<file path="config.mk">
export PLATFORM = sky130hd
export DESIGN_NAME = lc4_core
export DESIGN_NICKNAME = d
export VERILOG_FILES = /design/src/source/lc4_pkg.sv /design/src/source/lc4_pipe_if.sv /design/src/source/lc4_core.sv /design/src/source/lc4_decode.sv /design/src/source/lc4_execute.sv /design/src/source/lc4_fetch.sv /design/src/source/lc4_regfile.sv
export SDC_FILE = /design/constraint.sdc
export NUM_CORES = 1
export LEC_CHECK = 0
export BUFFER_PORTS_ARGS = -buffer_cell sky130_fd_sc_hd__buf_2
export CAP_MARGIN = 30
export CORE_MARGIN = 1
export CORE_UTILIZATION = 63
export DETAILED_ROUTE_END_ITERATION = 10
export PLACE_DENSITY = 0.83
export SLEW_MARGIN = 20
export SYNTH_ARGS = -nofsm -noshare
export SYNTH_HDL_FRONTEND = slang
export SYNTH_SLANG_ARGS = --single-unit
</file>
<file path="constraint.sdc">
create_clock -name gwe -period 7.8 [get_ports gwe]
set_input_delay 1.56 -clock gwe [delete_from_list [all_inputs] [get_ports gwe]]
set_output_delay 1.56 -clock gwe [all_outputs]
set_load 0.05 [all_outputs]
</file>
<file path="src/source/lc4_pkg.sv">
`default_nettype none

package lc4_pkg;

    // machine word width, shared by instructions, addresses and data
    localparam int WORD_W = 16;
    localparam int NUM_REGS = 8;

    typedef logic [WORD_W-1:0] word_t;
    typedef logic [$clog2(NUM_REGS)-1:0] reg_sel_t;

    // condition code bits, n in the msb
    typedef logic [2:0] nzp_t;

    // per-instruction stall code carried down the pipe
    typedef logic [1:0] stall_t;

    localparam stall_t STALL_NONE  = 2'd0;
    localparam stall_t STALL_FLUSH = 2'd2;
    localparam stall_t STALL_LOAD  = 2'd3;

    localparam word_t RESET_PC = 16'h8200;

    // opcodes of the supported subset
    localparam logic [3:0] OP_BR    = 4'b0000;
    localparam logic [3:0] OP_ADD   = 4'b0001;
    localparam logic [3:0] OP_AND   = 4'b0101;
    localparam logic [3:0] OP_LDR   = 4'b0110;
    localparam logic [3:0] OP_STR   = 4'b0111;
    localparam logic [3:0] OP_CONST = 4'b1001;

    // decoded control, travels with the instruction from decode to writeback
    typedef struct packed {
        reg_sel_t rs;
        reg_sel_t rt;
        reg_sel_t rd;
        logic     rs_re;
        logic     rt_re;
        logic     reg_we;
        logic     nzp_we;
        logic     is_load;
        logic     is_store;
        logic     is_branch;
    } dec_ctl_t;

endpackage

`default_nettype wire

</file>
<file path="src/source/lc4_pipe_if.sv">
`timescale 1ns/1ns
`default_nettype none

// fetch to decode latch contents and the decode hold back to fetch
interface fetch_if;
    import lc4_pkg::*;

    word_t  pc;
    word_t  insn;
    stall_t stall;
    logic   hold;

    modport producer (output pc, output insn, output stall, input hold);
    modport consumer (input pc, input insn, input stall, output hold);
endinterface

// decode to execute latch contents and the regfile write port back to decode
interface exec_if;
    import lc4_pkg::*;

    word_t    pc;
    word_t    insn;
    dec_ctl_t ctl;
    word_t    rs_data;
    word_t    rt_data;
    stall_t   stall;
    logic     wb_we;
    reg_sel_t wb_sel;
    word_t    wb_data;

    modport producer (
        output pc, insn, ctl, rs_data, rt_data, stall,
        input  wb_we, wb_sel, wb_data
    );
    modport consumer (
        input  pc, insn, ctl, rs_data, rt_data, stall,
        output wb_we, wb_sel, wb_data
    );
endinterface

`default_nettype wire

</file>
<file path="src/source/lc4_core.sv">
`timescale 1ns/1ns
`default_nettype none

module lc4_core (
    input  wire                    gwe,
    input  wire                    i_rst_n,
    input  wire  lc4_pkg::word_t   i_cur_insn,
    input  wire  lc4_pkg::word_t   i_cur_dmem_data,
    output lc4_pkg::word_t         o_cur_pc,
    output lc4_pkg::word_t         o_dmem_addr,
    output logic                   o_dmem_we,
    output lc4_pkg::word_t         o_dmem_towrite,
    output lc4_pkg::word_t         o_wb_pc,
    output lc4_pkg::word_t         o_wb_insn,
    output lc4_pkg::stall_t        o_wb_stall,
    output logic                   o_regfile_we,
    output lc4_pkg::reg_sel_t      o_regfile_wsel,
    output lc4_pkg::word_t         o_regfile_data,
    output logic                   o_nzp_we,
    output lc4_pkg::nzp_t          o_nzp_new
);
    import lc4_pkg::*;

    logic  br_taken;
    word_t br_target;

    fetch_if u_fetch_if ();
    exec_if  u_exec_if ();

    lc4_fetch u_fetch (
        .gwe         (gwe),
        .i_rst_n     (i_rst_n),
        .i_cur_insn  (i_cur_insn),
        .i_br_taken  (br_taken),
        .i_br_target (br_target),
        .o_cur_pc    (o_cur_pc),
        .f           (u_fetch_if.producer)
    );

    lc4_decode u_decode (
        .gwe        (gwe),
        .i_rst_n    (i_rst_n),
        .i_br_taken (br_taken),
        .f          (u_fetch_if.consumer),
        .ex         (u_exec_if.producer)
    );

    lc4_execute u_execute (
        .gwe             (gwe),
        .i_rst_n         (i_rst_n),
        .i_cur_dmem_data (i_cur_dmem_data),
        .ex              (u_exec_if.consumer),
        .o_br_taken      (br_taken),
        .o_br_target     (br_target),
        .o_dmem_addr     (o_dmem_addr),
        .o_dmem_we       (o_dmem_we),
        .o_dmem_towrite  (o_dmem_towrite),
        .o_wb_pc         (o_wb_pc),
        .o_wb_insn       (o_wb_insn),
        .o_wb_stall      (o_wb_stall),
        .o_regfile_we    (o_regfile_we),
        .o_regfile_wsel  (o_regfile_wsel),
        .o_regfile_data  (o_regfile_data),
        .o_nzp_we        (o_nzp_we),
        .o_nzp_new       (o_nzp_new)
    );

endmodule

`default_nettype wire

</file>
<file path="src/source/lc4_decode.sv">
`timescale 1ns/1ns
`default_nettype none

module lc4_decode (
    input  wire       gwe,
    input  wire       i_rst_n,
    input  wire       i_br_taken,
    fetch_if.consumer f,
    exec_if.producer  ex
);
    import lc4_pkg::*;

    dec_ctl_t dec_ctl;
    word_t    rs_data;
    word_t    rt_data;
    logic     hold;

    always_comb begin
        dec_ctl    = '0;
        dec_ctl.rs = f.insn[8:6];
        dec_ctl.rt = f.insn[2:0];
        dec_ctl.rd = f.insn[11:9];
        case (f.insn[15:12])
            OP_ADD, OP_AND: begin
                // immediate form, or register form with subop 000
                if (f.insn[5] || (f.insn[5:3] == 3'b000)) begin
                    dec_ctl.rs_re  = 1'b1;
                    dec_ctl.rt_re  = ~f.insn[5];
                    dec_ctl.reg_we = 1'b1;
                    dec_ctl.nzp_we = 1'b1;
                end
            end
            OP_CONST: begin
                dec_ctl.reg_we = 1'b1;
                dec_ctl.nzp_we = 1'b1;
            end
            OP_LDR: begin
                dec_ctl.rs_re   = 1'b1;
                dec_ctl.reg_we  = 1'b1;
                dec_ctl.nzp_we  = 1'b1;
                dec_ctl.is_load = 1'b1;
            end
            OP_STR: begin
                // store data comes from the rd field
                dec_ctl.rt       = f.insn[11:9];
                dec_ctl.rs_re    = 1'b1;
                dec_ctl.rt_re    = 1'b1;
                dec_ctl.is_store = 1'b1;
            end
            OP_BR: begin
                // BR with no condition bits is the nop
                dec_ctl.is_branch = |f.insn[11:9];
            end
            default: ;
        endcase
        if (f.stall != STALL_NONE) begin
            dec_ctl = '0;
        end
    end

    lc4_regfile u_regfile (
        .gwe       (gwe),
        .i_rst_n   (i_rst_n),
        .i_rs      (dec_ctl.rs),
        .i_rt      (dec_ctl.rt),
        .i_we      (ex.wb_we),
        .i_wsel    (ex.wb_sel),
        .i_wdata   (ex.wb_data),
        .o_rs_data (rs_data),
        .o_rt_data (rt_data)
    );

    // load in execute feeding this instruction; store data is left to WM bypass
    assign hold = ex.ctl.is_load &&
                  ((dec_ctl.rs_re && (dec_ctl.rs == ex.ctl.rd)) ||
                   (dec_ctl.rt_re && !dec_ctl.is_store && (dec_ctl.rt == ex.ctl.rd)) ||
                   dec_ctl.is_branch);
    assign f.hold = hold;

    always_ff @(posedge gwe) begin
        if (!i_rst_n) begin
            ex.ctl   <= '0;
            ex.stall <= STALL_FLUSH;
        end else if (i_br_taken) begin
            ex.ctl   <= '0;
            ex.stall <= STALL_FLUSH;
        end else if (hold) begin
            ex.ctl   <= '0;
            ex.stall <= STALL_LOAD;
        end else begin
            ex.ctl   <= dec_ctl;
            ex.stall <= f.stall;
        end
    end

    always_ff @(posedge gwe) begin
        ex.pc      <= f.pc;
        ex.insn    <= f.insn;
        ex.rs_data <= rs_data;
        ex.rt_data <= rt_data;
    end

    // the bubble behind a hold carries no load, so holds never chain
    a_hold_single : assert property (@(posedge gwe) disable iff (!i_rst_n)
        hold |=> !hold);

endmodule

`default_nettype wire

</file>
<file path="src/source/lc4_execute.sv">
`timescale 1ns/1ns
`default_nettype none

module lc4_execute (
    input  wire                    gwe,
    input  wire                    i_rst_n,
    input  wire  lc4_pkg::word_t   i_cur_dmem_data,
    exec_if.consumer               ex,
    output logic                   o_br_taken,
    output lc4_pkg::word_t         o_br_target,
    output lc4_pkg::word_t         o_dmem_addr,
    output logic                   o_dmem_we,
    output lc4_pkg::word_t         o_dmem_towrite,
    output lc4_pkg::word_t         o_wb_pc,
    output lc4_pkg::word_t         o_wb_insn,
    output lc4_pkg::stall_t        o_wb_stall,
    output logic                   o_regfile_we,
    output lc4_pkg::reg_sel_t      o_regfile_wsel,
    output lc4_pkg::word_t         o_regfile_data,
    output logic                   o_nzp_we,
    output lc4_pkg::nzp_t          o_nzp_new
);
    import lc4_pkg::*;

    function automatic nzp_t nzp_of(input word_t v);
        if (v == '0) begin
            return 3'b010;
        end
        return v[WORD_W-1] ? 3'b100 : 3'b001;
    endfunction

    word_t    rs_val;
    word_t    rt_val;
    word_t    opnd_b;
    word_t    alu_result;
    nzp_t     nzp_q;
    dec_ctl_t m_ctl;
    stall_t   m_stall;
    word_t    m_pc;
    word_t    m_insn;
    word_t    m_result;
    word_t    m_rt;
    word_t    store_data;
    dec_ctl_t w_ctl;
    stall_t   w_stall;
    word_t    w_pc;
    word_t    w_insn;
    word_t    w_result;
    word_t    w_load;
    word_t    wb_data;

    assign wb_data = w_ctl.is_load ? w_load : w_result;

    // MX before WX before register file
    always_comb begin
        if (m_ctl.reg_we && (m_ctl.rd == ex.ctl.rs)) begin
            rs_val = m_result;
        end else if (w_ctl.reg_we && (w_ctl.rd == ex.ctl.rs)) begin
            rs_val = wb_data;
        end else begin
            rs_val = ex.rs_data;
        end
        if (m_ctl.reg_we && (m_ctl.rd == ex.ctl.rt)) begin
            rt_val = m_result;
        end else if (w_ctl.reg_we && (w_ctl.rd == ex.ctl.rt)) begin
            rt_val = wb_data;
        end else begin
            rt_val = ex.rt_data;
        end
    end

    assign opnd_b = ex.insn[5] ? {{11{ex.insn[4]}}, ex.insn[4:0]} : rt_val;

    always_comb begin
        case (ex.insn[15:12])
            OP_ADD:         alu_result = rs_val + opnd_b;
            OP_AND:         alu_result = rs_val & opnd_b;
            OP_CONST:       alu_result = {{7{ex.insn[8]}}, ex.insn[8:0]};
            OP_LDR, OP_STR: alu_result = rs_val + {{10{ex.insn[5]}}, ex.insn[5:0]};
            OP_BR:          alu_result = ex.pc + 16'd1 + {{7{ex.insn[8]}}, ex.insn[8:0]};
            default:        alu_result = '0;
        endcase
    end

    // younger ALU result wins over an older load finishing memory
    always_ff @(posedge gwe) begin
        if (!i_rst_n) begin
            nzp_q <= '0;
        end else if (ex.ctl.nzp_we && !ex.ctl.is_load) begin
            nzp_q <= nzp_of(alu_result);
        end else if (m_ctl.is_load) begin
            nzp_q <= nzp_of(i_cur_dmem_data);
        end
    end

    assign o_br_taken  = ex.ctl.is_branch && |(nzp_q & ex.insn[11:9]);
    assign o_br_target = alu_result;

    always_ff @(posedge gwe) begin
        if (!i_rst_n) begin
            m_ctl   <= '0;
            m_stall <= STALL_FLUSH;
            w_ctl   <= '0;
            w_stall <= STALL_FLUSH;
        end else begin
            m_ctl   <= ex.ctl;
            m_stall <= ex.stall;
            w_ctl   <= m_ctl;
            w_stall <= m_stall;
        end
    end

    always_ff @(posedge gwe) begin
        m_pc     <= ex.pc;
        m_insn   <= ex.insn;
        m_result <= alu_result;
        m_rt     <= rt_val;
        w_pc     <= m_pc;
        w_insn   <= m_insn;
        w_result <= m_result;
        w_load   <= i_cur_dmem_data;
    end

    // WM bypass of store data
    assign store_data = (w_ctl.reg_we && (w_ctl.rd == m_ctl.rt)) ? wb_data : m_rt;

    assign o_dmem_addr    = (m_ctl.is_load || m_ctl.is_store) ? m_result : '0;
    assign o_dmem_we      = m_ctl.is_store;
    assign o_dmem_towrite = m_ctl.is_store ? store_data : '0;

    assign ex.wb_we   = w_ctl.reg_we;
    assign ex.wb_sel  = w_ctl.rd;
    assign ex.wb_data = wb_data;

    assign o_wb_pc        = w_pc;
    assign o_wb_insn      = w_insn;
    assign o_wb_stall     = w_stall;
    assign o_regfile_we   = w_ctl.reg_we;
    assign o_regfile_wsel = w_ctl.rd;
    assign o_regfile_data = wb_data;
    assign o_nzp_we       = w_ctl.nzp_we;
    assign o_nzp_new      = nzp_of(wb_data);

    a_store_only : assert property (@(posedge gwe) disable iff (!i_rst_n)
        o_dmem_we |-> ((m_insn[15:12] == OP_STR) && (m_stall == STALL_NONE)));

    a_no_bubble_branch : assert property (@(posedge gwe) disable iff (!i_rst_n)
        o_br_taken |-> (ex.stall == STALL_NONE));

endmodule

`default_nettype wire

</file>
<file path="src/source/lc4_fetch.sv">
`timescale 1ns/1ns
`default_nettype none

module lc4_fetch (
    input  wire                   gwe,
    input  wire                   i_rst_n,
    input  wire  lc4_pkg::word_t  i_cur_insn,
    input  wire                   i_br_taken,
    input  wire  lc4_pkg::word_t  i_br_target,
    output lc4_pkg::word_t        o_cur_pc,
    fetch_if.producer             f
);
    import lc4_pkg::*;

    word_t pc_q;
    word_t pc_next;

    assign o_cur_pc = pc_q;

    // a taken branch wins over a load stall
    always_comb begin
        if (i_br_taken) begin
            pc_next = i_br_target;
        end else if (f.hold) begin
            pc_next = pc_q;
        end else begin
            pc_next = pc_q + word_t'(1);
        end
    end

    always_ff @(posedge gwe) begin
        if (!i_rst_n) begin
            pc_q <= RESET_PC;
        end else begin
            pc_q <= pc_next;
        end
    end

    // stall code of the instruction entering decode
    always_ff @(posedge gwe) begin
        if (!i_rst_n) begin
            f.stall <= STALL_FLUSH;
        end else if (i_br_taken) begin
            f.stall <= STALL_FLUSH;
        end else if (!f.hold) begin
            f.stall <= STALL_NONE;
        end
    end

    always_ff @(posedge gwe) begin
        if (!f.hold) begin
            f.pc   <= pc_q;
            f.insn <= i_cur_insn;
        end
    end

    // decode holds only for a load in execute, never alongside a redirect
    a_pc_held : assert property (@(posedge gwe) disable iff (!i_rst_n)
        (f.hold && !i_br_taken) |=> (pc_q == $past(pc_q)));

endmodule

`default_nettype wire

</file>
<file path="src/source/lc4_regfile.sv">
`timescale 1ns/1ns
`default_nettype none

module lc4_regfile (
    input  wire                    gwe,
    input  wire                    i_rst_n,
    input  wire  lc4_pkg::reg_sel_t i_rs,
    input  wire  lc4_pkg::reg_sel_t i_rt,
    input  wire                    i_we,
    input  wire  lc4_pkg::reg_sel_t i_wsel,
    input  wire  lc4_pkg::word_t   i_wdata,
    output lc4_pkg::word_t         o_rs_data,
    output lc4_pkg::word_t         o_rt_data
);
    import lc4_pkg::*;

    word_t regs [NUM_REGS];

    always_ff @(posedge gwe) begin
        if (!i_rst_n) begin
            for (int i = 0; i < NUM_REGS; i++) begin
                regs[i] <= '0;
            end
        end else if (i_we) begin
            regs[i_wsel] <= i_wdata;
        end
    end

    // writeback and decode share a cycle, so pass the new value through
    assign o_rs_data = (i_we && (i_wsel == i_rs)) ? i_wdata : regs[i_rs];
    assign o_rt_data = (i_we && (i_wsel == i_rt)) ? i_wdata : regs[i_rt];

endmodule

`default_nettype wire

</file>
After elaboration in Yosys (flattened, before gate mapping)
Memory sizes are Yosys's and may differ from the RTL's.
Index checks and enable logic that the tools add are counted.
{ "op_classes": {"n_addsub": 5, "n_eq_ne": 20, "muxes": 50, "bitwise": 4, "n_reduce_logical": 36} }
{ "op_table": {"columns": ["operator", "count"], "rows": [
  ["2-to-1 mux 16 bit", 15],
  ["case mux 16 bit (5 select lines)", 1],
  ["adder 16 bit", 3],
  ["logical NOT 16 bit", 3],
  ["2-to-1 mux 3 bit", 13],
  ["adder 16 x 1 -> 16 bit, second input constant", 2],
  ["equality test 3 bit", 9],
  ["equality test 4 x 3 -> 1 bit, second input constant", 6],
  ["2-to-1 mux 1 bit", 17],
  ["AND 16 bit", 1],
  ["OR reduction 16 bit", 1],
  ["logical AND 1 bit", 13],
  ["OR reduction 2 bit", 5],
  ["OR reduction 3 bit", 3],
  ["equality test 4 x 1 -> 1 bit, second input constant", 2],
  ["equality test 4 bit, second input constant", 2],
  ["logical NOT 4 bit", 2],
  ["logical OR 1 bit", 4],
  ["2-to-1 mux 4 bit", 1],
  ["case mux 1 bit (2 select lines)", 2],
  ["case mux 2 bit (2 select lines)", 1],
  ["OR reduction 4 bit", 1],
  ["AND 3 bit", 1],
  ["logical NOT 3 bit", 1],
  ["other kinds (4)", 6]
]} }
{ "word_totals": {"reg_bits": 280, "mem_bits_rw": 128, "inputBits": 34, "out_inout_bits": 107, "wordCells": 155, "memories": 1} }
{ "memory_table": {"columns": ["memory", "words", "word_bits", "read_ports", "rd_ports_with_merged_regs", "write_ports", "line_no", "text"], "rows": [
  ["u_decode.u_regfile.regs", 8, 16, 2, 0, 8, "lc4_regfile.sv:17", "word_t regs [NUM_REGS];"]
]} }

Longest topological paths before layout
{ "logic_depth": {"ltp_word": 13, "mapped_depth": 21, "mapped_depth_nobuf": 19} }

Hierarchy
Synthesis repeated with hierarchy kept, for this count alone.
{ "unflattened": {"hier_cells": 1527, "hier_area_um2": 18719.2} }
{ "modules_own_cells": {"columns": ["mod", "instances", "cells_per_inst", "area_each_um2", "seq_area_each_um2"], "rows": [
  ["lc4_regfile", 1, 446, 7440.9, 3843.7],
  ["lc4_execute", 1, 786, 7184.4, 3022.9],
  ["lc4_decode", 1, 151, 2137.0, 1621.6],
  ["lc4_fetch", 1, 144, 1956.9, 1301.2]
]} }

Least setup slack after synthesis
Ideal clock, no wire load.
{ "synth_timing": {"path_type": "flip-flop to output port", "from": "register u_execute.w_ctl[2] (netlist name)", "to": "output port o_nzp_new[0]", "arrival_ns": 3.728, "required_time_ns": 6.240, "setup_slack_ns": 2.512, "stages_incl_launch_ff": 7, "n_path_buf": 2, "cell_sequence": "dfxtp_1 > clkbuf_1 > buf_2 > mux2i_1 > nand4_1 > nor4_1 > nor2_1"} }
{ "synth_via": {"elab_chain_cells": 4, "elab_cells_between_ends": 5, "classes_between": "mux: 4; reduce/logical: 1"} }
{ "synth_lines": {"columns": ["item", "line_no", "text"], "rows": [
  ["from (decl)", "lc4_execute.sv:44", "dec_ctl_t w_ctl;"],
  ["from (signal assigned)", "lc4_execute.sv:108", "w_ctl <= m_ctl;"],
  ["2-to-1 mux 16 bit (*)", "lc4_execute.sv:52", "assign wb_data = w_ctl.is_load ? w_load : w_result;"],
  ["logical NOT 16 bit", "lc4_execute.sv:26", "if (v == '0) begin"],
  ["2-to-1 mux 1 bit", "lc4_execute.sv:26", null],
  ["2-to-1 mux 3 bit (*)", "lc4_execute.sv:29", "return v[WORD_W-1] ? 3'b100 : 3'b001;"],
  ["to (decl)", "lc4_core.sv:20", "output lc4_pkg::nzp_t o_nzp_new"]
]} }
Every way passes the cells marked *; elsewhere a longest branch is shown, timed or not.

Final worst setup path
{ "layout_timing": {"from": "register u_execute.w_ctl, in the netlist u_execute.ex.wb_sel[0]", "to": "register u_execute.nzp_q[0]"} }
{ "layout_via": {"elab_chain_cells": 13, "elab_cells_between_ends": 20, "classes_between": "add/sub: 2; eq/ne: 2; mux: 12; bitwise: 1; reduce/logical: 3"} }
{ "layout_lines": {"columns": ["item", "line_no", "text"], "rows": [
  ["equality test 3 bit", "lc4_execute.sv:65", "end else if (w_ctl.reg_we && (w_ctl.rd == ex.ctl.rt)) begin"],
  ["logical AND 1 bit", "lc4_execute.sv:65", null],
  ["2-to-1 mux 16 bit", "lc4_execute.sv:65", null],
  ["2-to-1 mux 16 bit", "lc4_execute.sv:63", "if (m_ctl.reg_we && (m_ctl.rd == ex.ctl.rt)) begin"],
  ["net u_execute.rt_val[3]", "lc4_execute.sv:33", "word_t rt_val;"],
  ["2-to-1 mux 16 bit", "lc4_execute.sv:72", "assign opnd_b = ex.insn[5] ? {{11{ex.insn[4]}}, ex.insn[4:0]} : rt_val;"],
  ["adder 16 bit", "lc4_execute.sv:76", "OP_ADD: alu_result = rs_val + opnd_b;"],
  ["case mux 16 bit (5 select lines)", "lc4_execute.sv:75", "case (ex.insn[15:12])"],
  ["net br_target[11]", "lc4_core.sv:25", "word_t br_target;"],
  ["logical NOT 16 bit", "lc4_execute.sv:26", null],
  ["2-to-1 mux 1 bit", "lc4_execute.sv:26", null],
  ["2-to-1 mux 1 bit", "lc4_execute.sv:89", "end else if (ex.ctl.nzp_we && !ex.ctl.is_load) begin"],
  ["2-to-1 mux 1 bit", "lc4_execute.sv:87", "if (!i_rst_n) begin"],
  ["2-to-1 mux 3 bit", "lc4_execute.sv:29", null],
  ["2-to-1 mux 3 bit", "lc4_execute.sv:89", null],
  ["to (signal assigned)", "lc4_execute.sv:90", "nzp_q <= nzp_of(alu_result);"],
  ["to (signal assigned)", "lc4_execute.sv:92", "nzp_q <= nzp_of(i_cur_dmem_data);"],
  ["to (decl)", "lc4_execute.sv:36", "nzp_t nzp_q;"]
]} }
The timed path passes the listed nets, and every way through them passes these cells. The select of a mux whose other input is x is not followed.
A chain may end at the register's enable or synchronous reset.

==> impl_results.md <==
* Io pins at between 100 and 150
* CP peak stage delay at ~0.65 ns
* Hold path cells at 0
* Biggest register: u_decode.u_regfile.regs
* Worst EP arrival at ~5.9 ns
* Remaining routing DRC violations at 0
* Min-delay src: u_execute.m_pc[10]
* Buffer depth of the longest clock path at 3
* Final Hold Fails at 0
* Internal power at 3.82 mW
* Worst setup path startpoint: u_execute.ex.wb_sel[0]
* Final core area utilization at 73.5%
* Vias in the first global route at 13300
* Synth Flop Type: dfxtp_1
* RSZ-0062 raised after global routing: false
* Final setup skew at 0.0222 ns
* Power density over the cells at 254 mW/mm^2
* Postcts setup bufs at 0
* WL per Instance at roughly 24 um
* Leakage dissipation at 8.53 nW
* DR iter-0 viols at around 1600
* Antenna violations before repair at 0
* Clock Power Share at 40.9%
* Post-synthesis register bit count at between 400 and 500
* N_diodes at 0
* Worst Path Class, Setup: register to register
* PortBufs at between 100 and 150
* Largest family of logic cells by synthesized area: simple AND/OR/NAND/NOR gates
* Maximum vdd ir drop at around 0.18 mV
* FF-to-FF setup slack at 2.30 ns
* Synth top area share at about 28%
* Fillcell total at between 1500 and 2000
* Detailed Routing Iterations Pass 1 at 6
* Global-route wire length before repair at ~77000 um
* Sw Share at between 20% and 30%
* Clock sink total at around 410
* Pre-CTS setup slack at between 2 and 2.5 ns
* Sequential share of the synthesized area at between 50% and 60%
* Worst skew pair latency at 0.55 ns
* Cts-stage hold buffer count at 0
* RR Startpoint: u_execute.ex.wb_sel[0]
* Max reg flops at approximately 130
* Synth Area in Adders at approximately 2.4%
* Max Fanout on Critical Path at 12
* Slowest-stage cell, CP: and4_1
* CP required at 8.22 ns
* R2R depth at 17
* Die ar. at 0.0288 sq mm
* Die H at around 170 um
* Hold path endpoint: u_execute.o_wb_pc[10]
* Slew headroom at approximately 30%
* Critical Path, Cell by Cell: xnor2_1, and4_1, a211oi_1, or2_2, nand2_1, nand2_1, ha_1, a21o_1, a21oi_1, a211oi_1, o21ai_0, o31ai_1, a211o_1, or4b_1, nor4_1, nand4bb_1, a41o_1
* Synth cell types at between 70 and 80
* CTS tree: built
* CP Buf/Inv Count at 0
* Worst min-delay path class: register to register
* Ranking of synthesized cells by area: dfxtp_1, edfxtp_1, mux2i_1, nor2_1, nand2_1
* Total grt overflow at 0
* Final nets at ~1800
* Xor/xnor cell area share of the yosys netlist at under 10%
* Status: finished clean
* Crit end category: register
* Synth Net Count at 1713
* Area Growth Syn to Fin at 14.9%
* Combinational fraction of design power at 13.0%
* Clock Pin Slew Worst Setup and Hold Paths at approximately 0.06 ns
* Proportion of layout cells with a drive suffix above 1 at between 15 and 20%
* Root buf cell: clkbuf_16
* Routed wire length at roughly 52000 um
* Core Rows at 61
* RR Endpoint: u_execute.nzp_q[0]
* Via count at 13900
* CP Launch Type: register
* Setup TNS at 0 ns
* Pins Over Slew Limit at 0
* Crit path max-delay family: compound AO/OA/AOI/OAI gates
* Synth Area in Compound Gates at between 10% and 20%
* Largest net degree at the start of global routing at 42
* Setup violations, final at 0
* Avg Inst Size Synth at roughly 11 sq um
* # H-tree levels at 2
* Final ANT Viol Nets at 0
* CTS buffer count at 41
* Die W at approximately 170 um
* Ys async rst share at 0%
* Slew @ Worst Pin at about 1.1 ns
* Achievable frequency at roughly 180 MHz
* Total core area at between 0.02 and 0.03 sq mm
* Initial core utilization at 64.0%
* Switching power at around 1.4 mW
* Seq pwr share at a little under half
* Post-synth EDFFs at 160
* Routability congestion estimate at approximately 0.94
* Synthesized instance count at about 1600
* Max Cap Violations at 0
* Setup WS post-layout at 2.30 ns
* Leading area contributor after synthesis: dfxtp_1
* Post_cts resized at 0
* Minimum clock period at around 5.5 ns
* Post-synthesis mux area share at about an eighth
* Simple-gate share of the synthesized area at 13.9%
* Critical Path Stages at 17
* Vias per inst at around 6.4
* Synth Cell Area at between 0.015 and 0.02 sq mm
* HPWL Detailed at between 30000 and 40000 um
* Synthesis warning total at 0
* Gr usage total at ~36%
* Final worst-path cycle share at 70.5%
-- how the worst max path moves through the flow --
stage / slack (ns) / endpoint
after global routing: 2.04 / u_execute.nzp_q[0]
after detailed placement: 2.48 / u_execute.nzp_q[0]
after floorplan: 2.51 / o_nzp_new[0]
after global placement: 2.56 / u_execute.nzp_q[0]
after CTS: 2.42 / u_execute.nzp_q[0]
final: 2.30 / u_execute.nzp_q[0]
-- layout by cell type (no fill, tap or decap), types with 42 or more instances in the layout --
master     Yosys  layout
dfxtp_1      245     245
nor2_1       212     210
edfxtp_1     160     160
buf_2          8     140
nand2_1      133     133
mux2i_1      134     131
o21ai_0       95      95
a21oi_1       52      52
inv_1         47      47
clkbuf_16      0      43
xnor2_1       42      42
-- per-stage QoR --
step           instances  area, sq um  hold WS (ns)  power [mW]
5_1_grt             2181        20400         0.332        5.31
3_3_place_gp        2102        18800         0.310        3.07
4_1_cts             2177        20300         0.327        5.16
3_5_place_dp        2102        18800         0.312        3.08
2_1_floorplan       1646        17700         0.310        2.85
6_report            2181        20400         0.327        5.18
-- final cells by class --
cell class	instances	area [sq um]	share of cell area (%)
Tap cell	378	473	2.32
Clock inverter	22	304	1.49
Sequential cell	405	9710	47.7
Multi-Input combinational cell	1091	7490	36.7
Inverter	47	176	0.866
Timing Repair Buffer	185	1060	5.21
Clock buffer	53	1160	5.71
-- routing by layer --
layer	track usage [%]	wire [um]
met4	21.9	3040
met2	59.8	25100
met3	5.15	4700
met5	0	0
met1	44.6	19300
-- kinds of logic (layout without fill, tap and decap cells) --
family,Yosys count,after routing
AO/OA/AOI/OAI,279,279
XOR/XNOR,59,59
adder cells (fa/ha/maj),33,33
buffers and inverters,150,307
flip-flops,405,405
multiplexers,192,192
AND/OR/NAND/NOR,528,528
-- power by group through the flow --
stage | Clock, mW | Sequential (mW) | Combinational [mW]
final | 2.12 | 2.39 | 0.672
after global routing | 2.20 | 2.40 | 0.709
after CTS | 2.12 | 2.39 | 0.654
after detailed placement | 0 | 2.43 | 0.647
after global placement | 0 | 2.43 | 0.639
after floorplan | 0 | 2.42 | 0.431
-- Yosys cell counts, drive strengths merged (9+ instances only) --
cell,count
xnor2,42
a221oi,19
mux4,17
o21ai,97
nor4,11
nor2b,26
o211a,19
nand2,133
buf,20
inv,47
mux2i,134
a21oi,52
clkbuf,83
dfxtp,245
nor3,13
and3,9
nor2,212
xor2,17
ha,31
nand4,13
a211oi,15
and2,21
mux2,41
nand3,37
nand2b,15
o31ai,9
edfxtp,160
No activity file was read; power rests on OpenSTA's default activity.
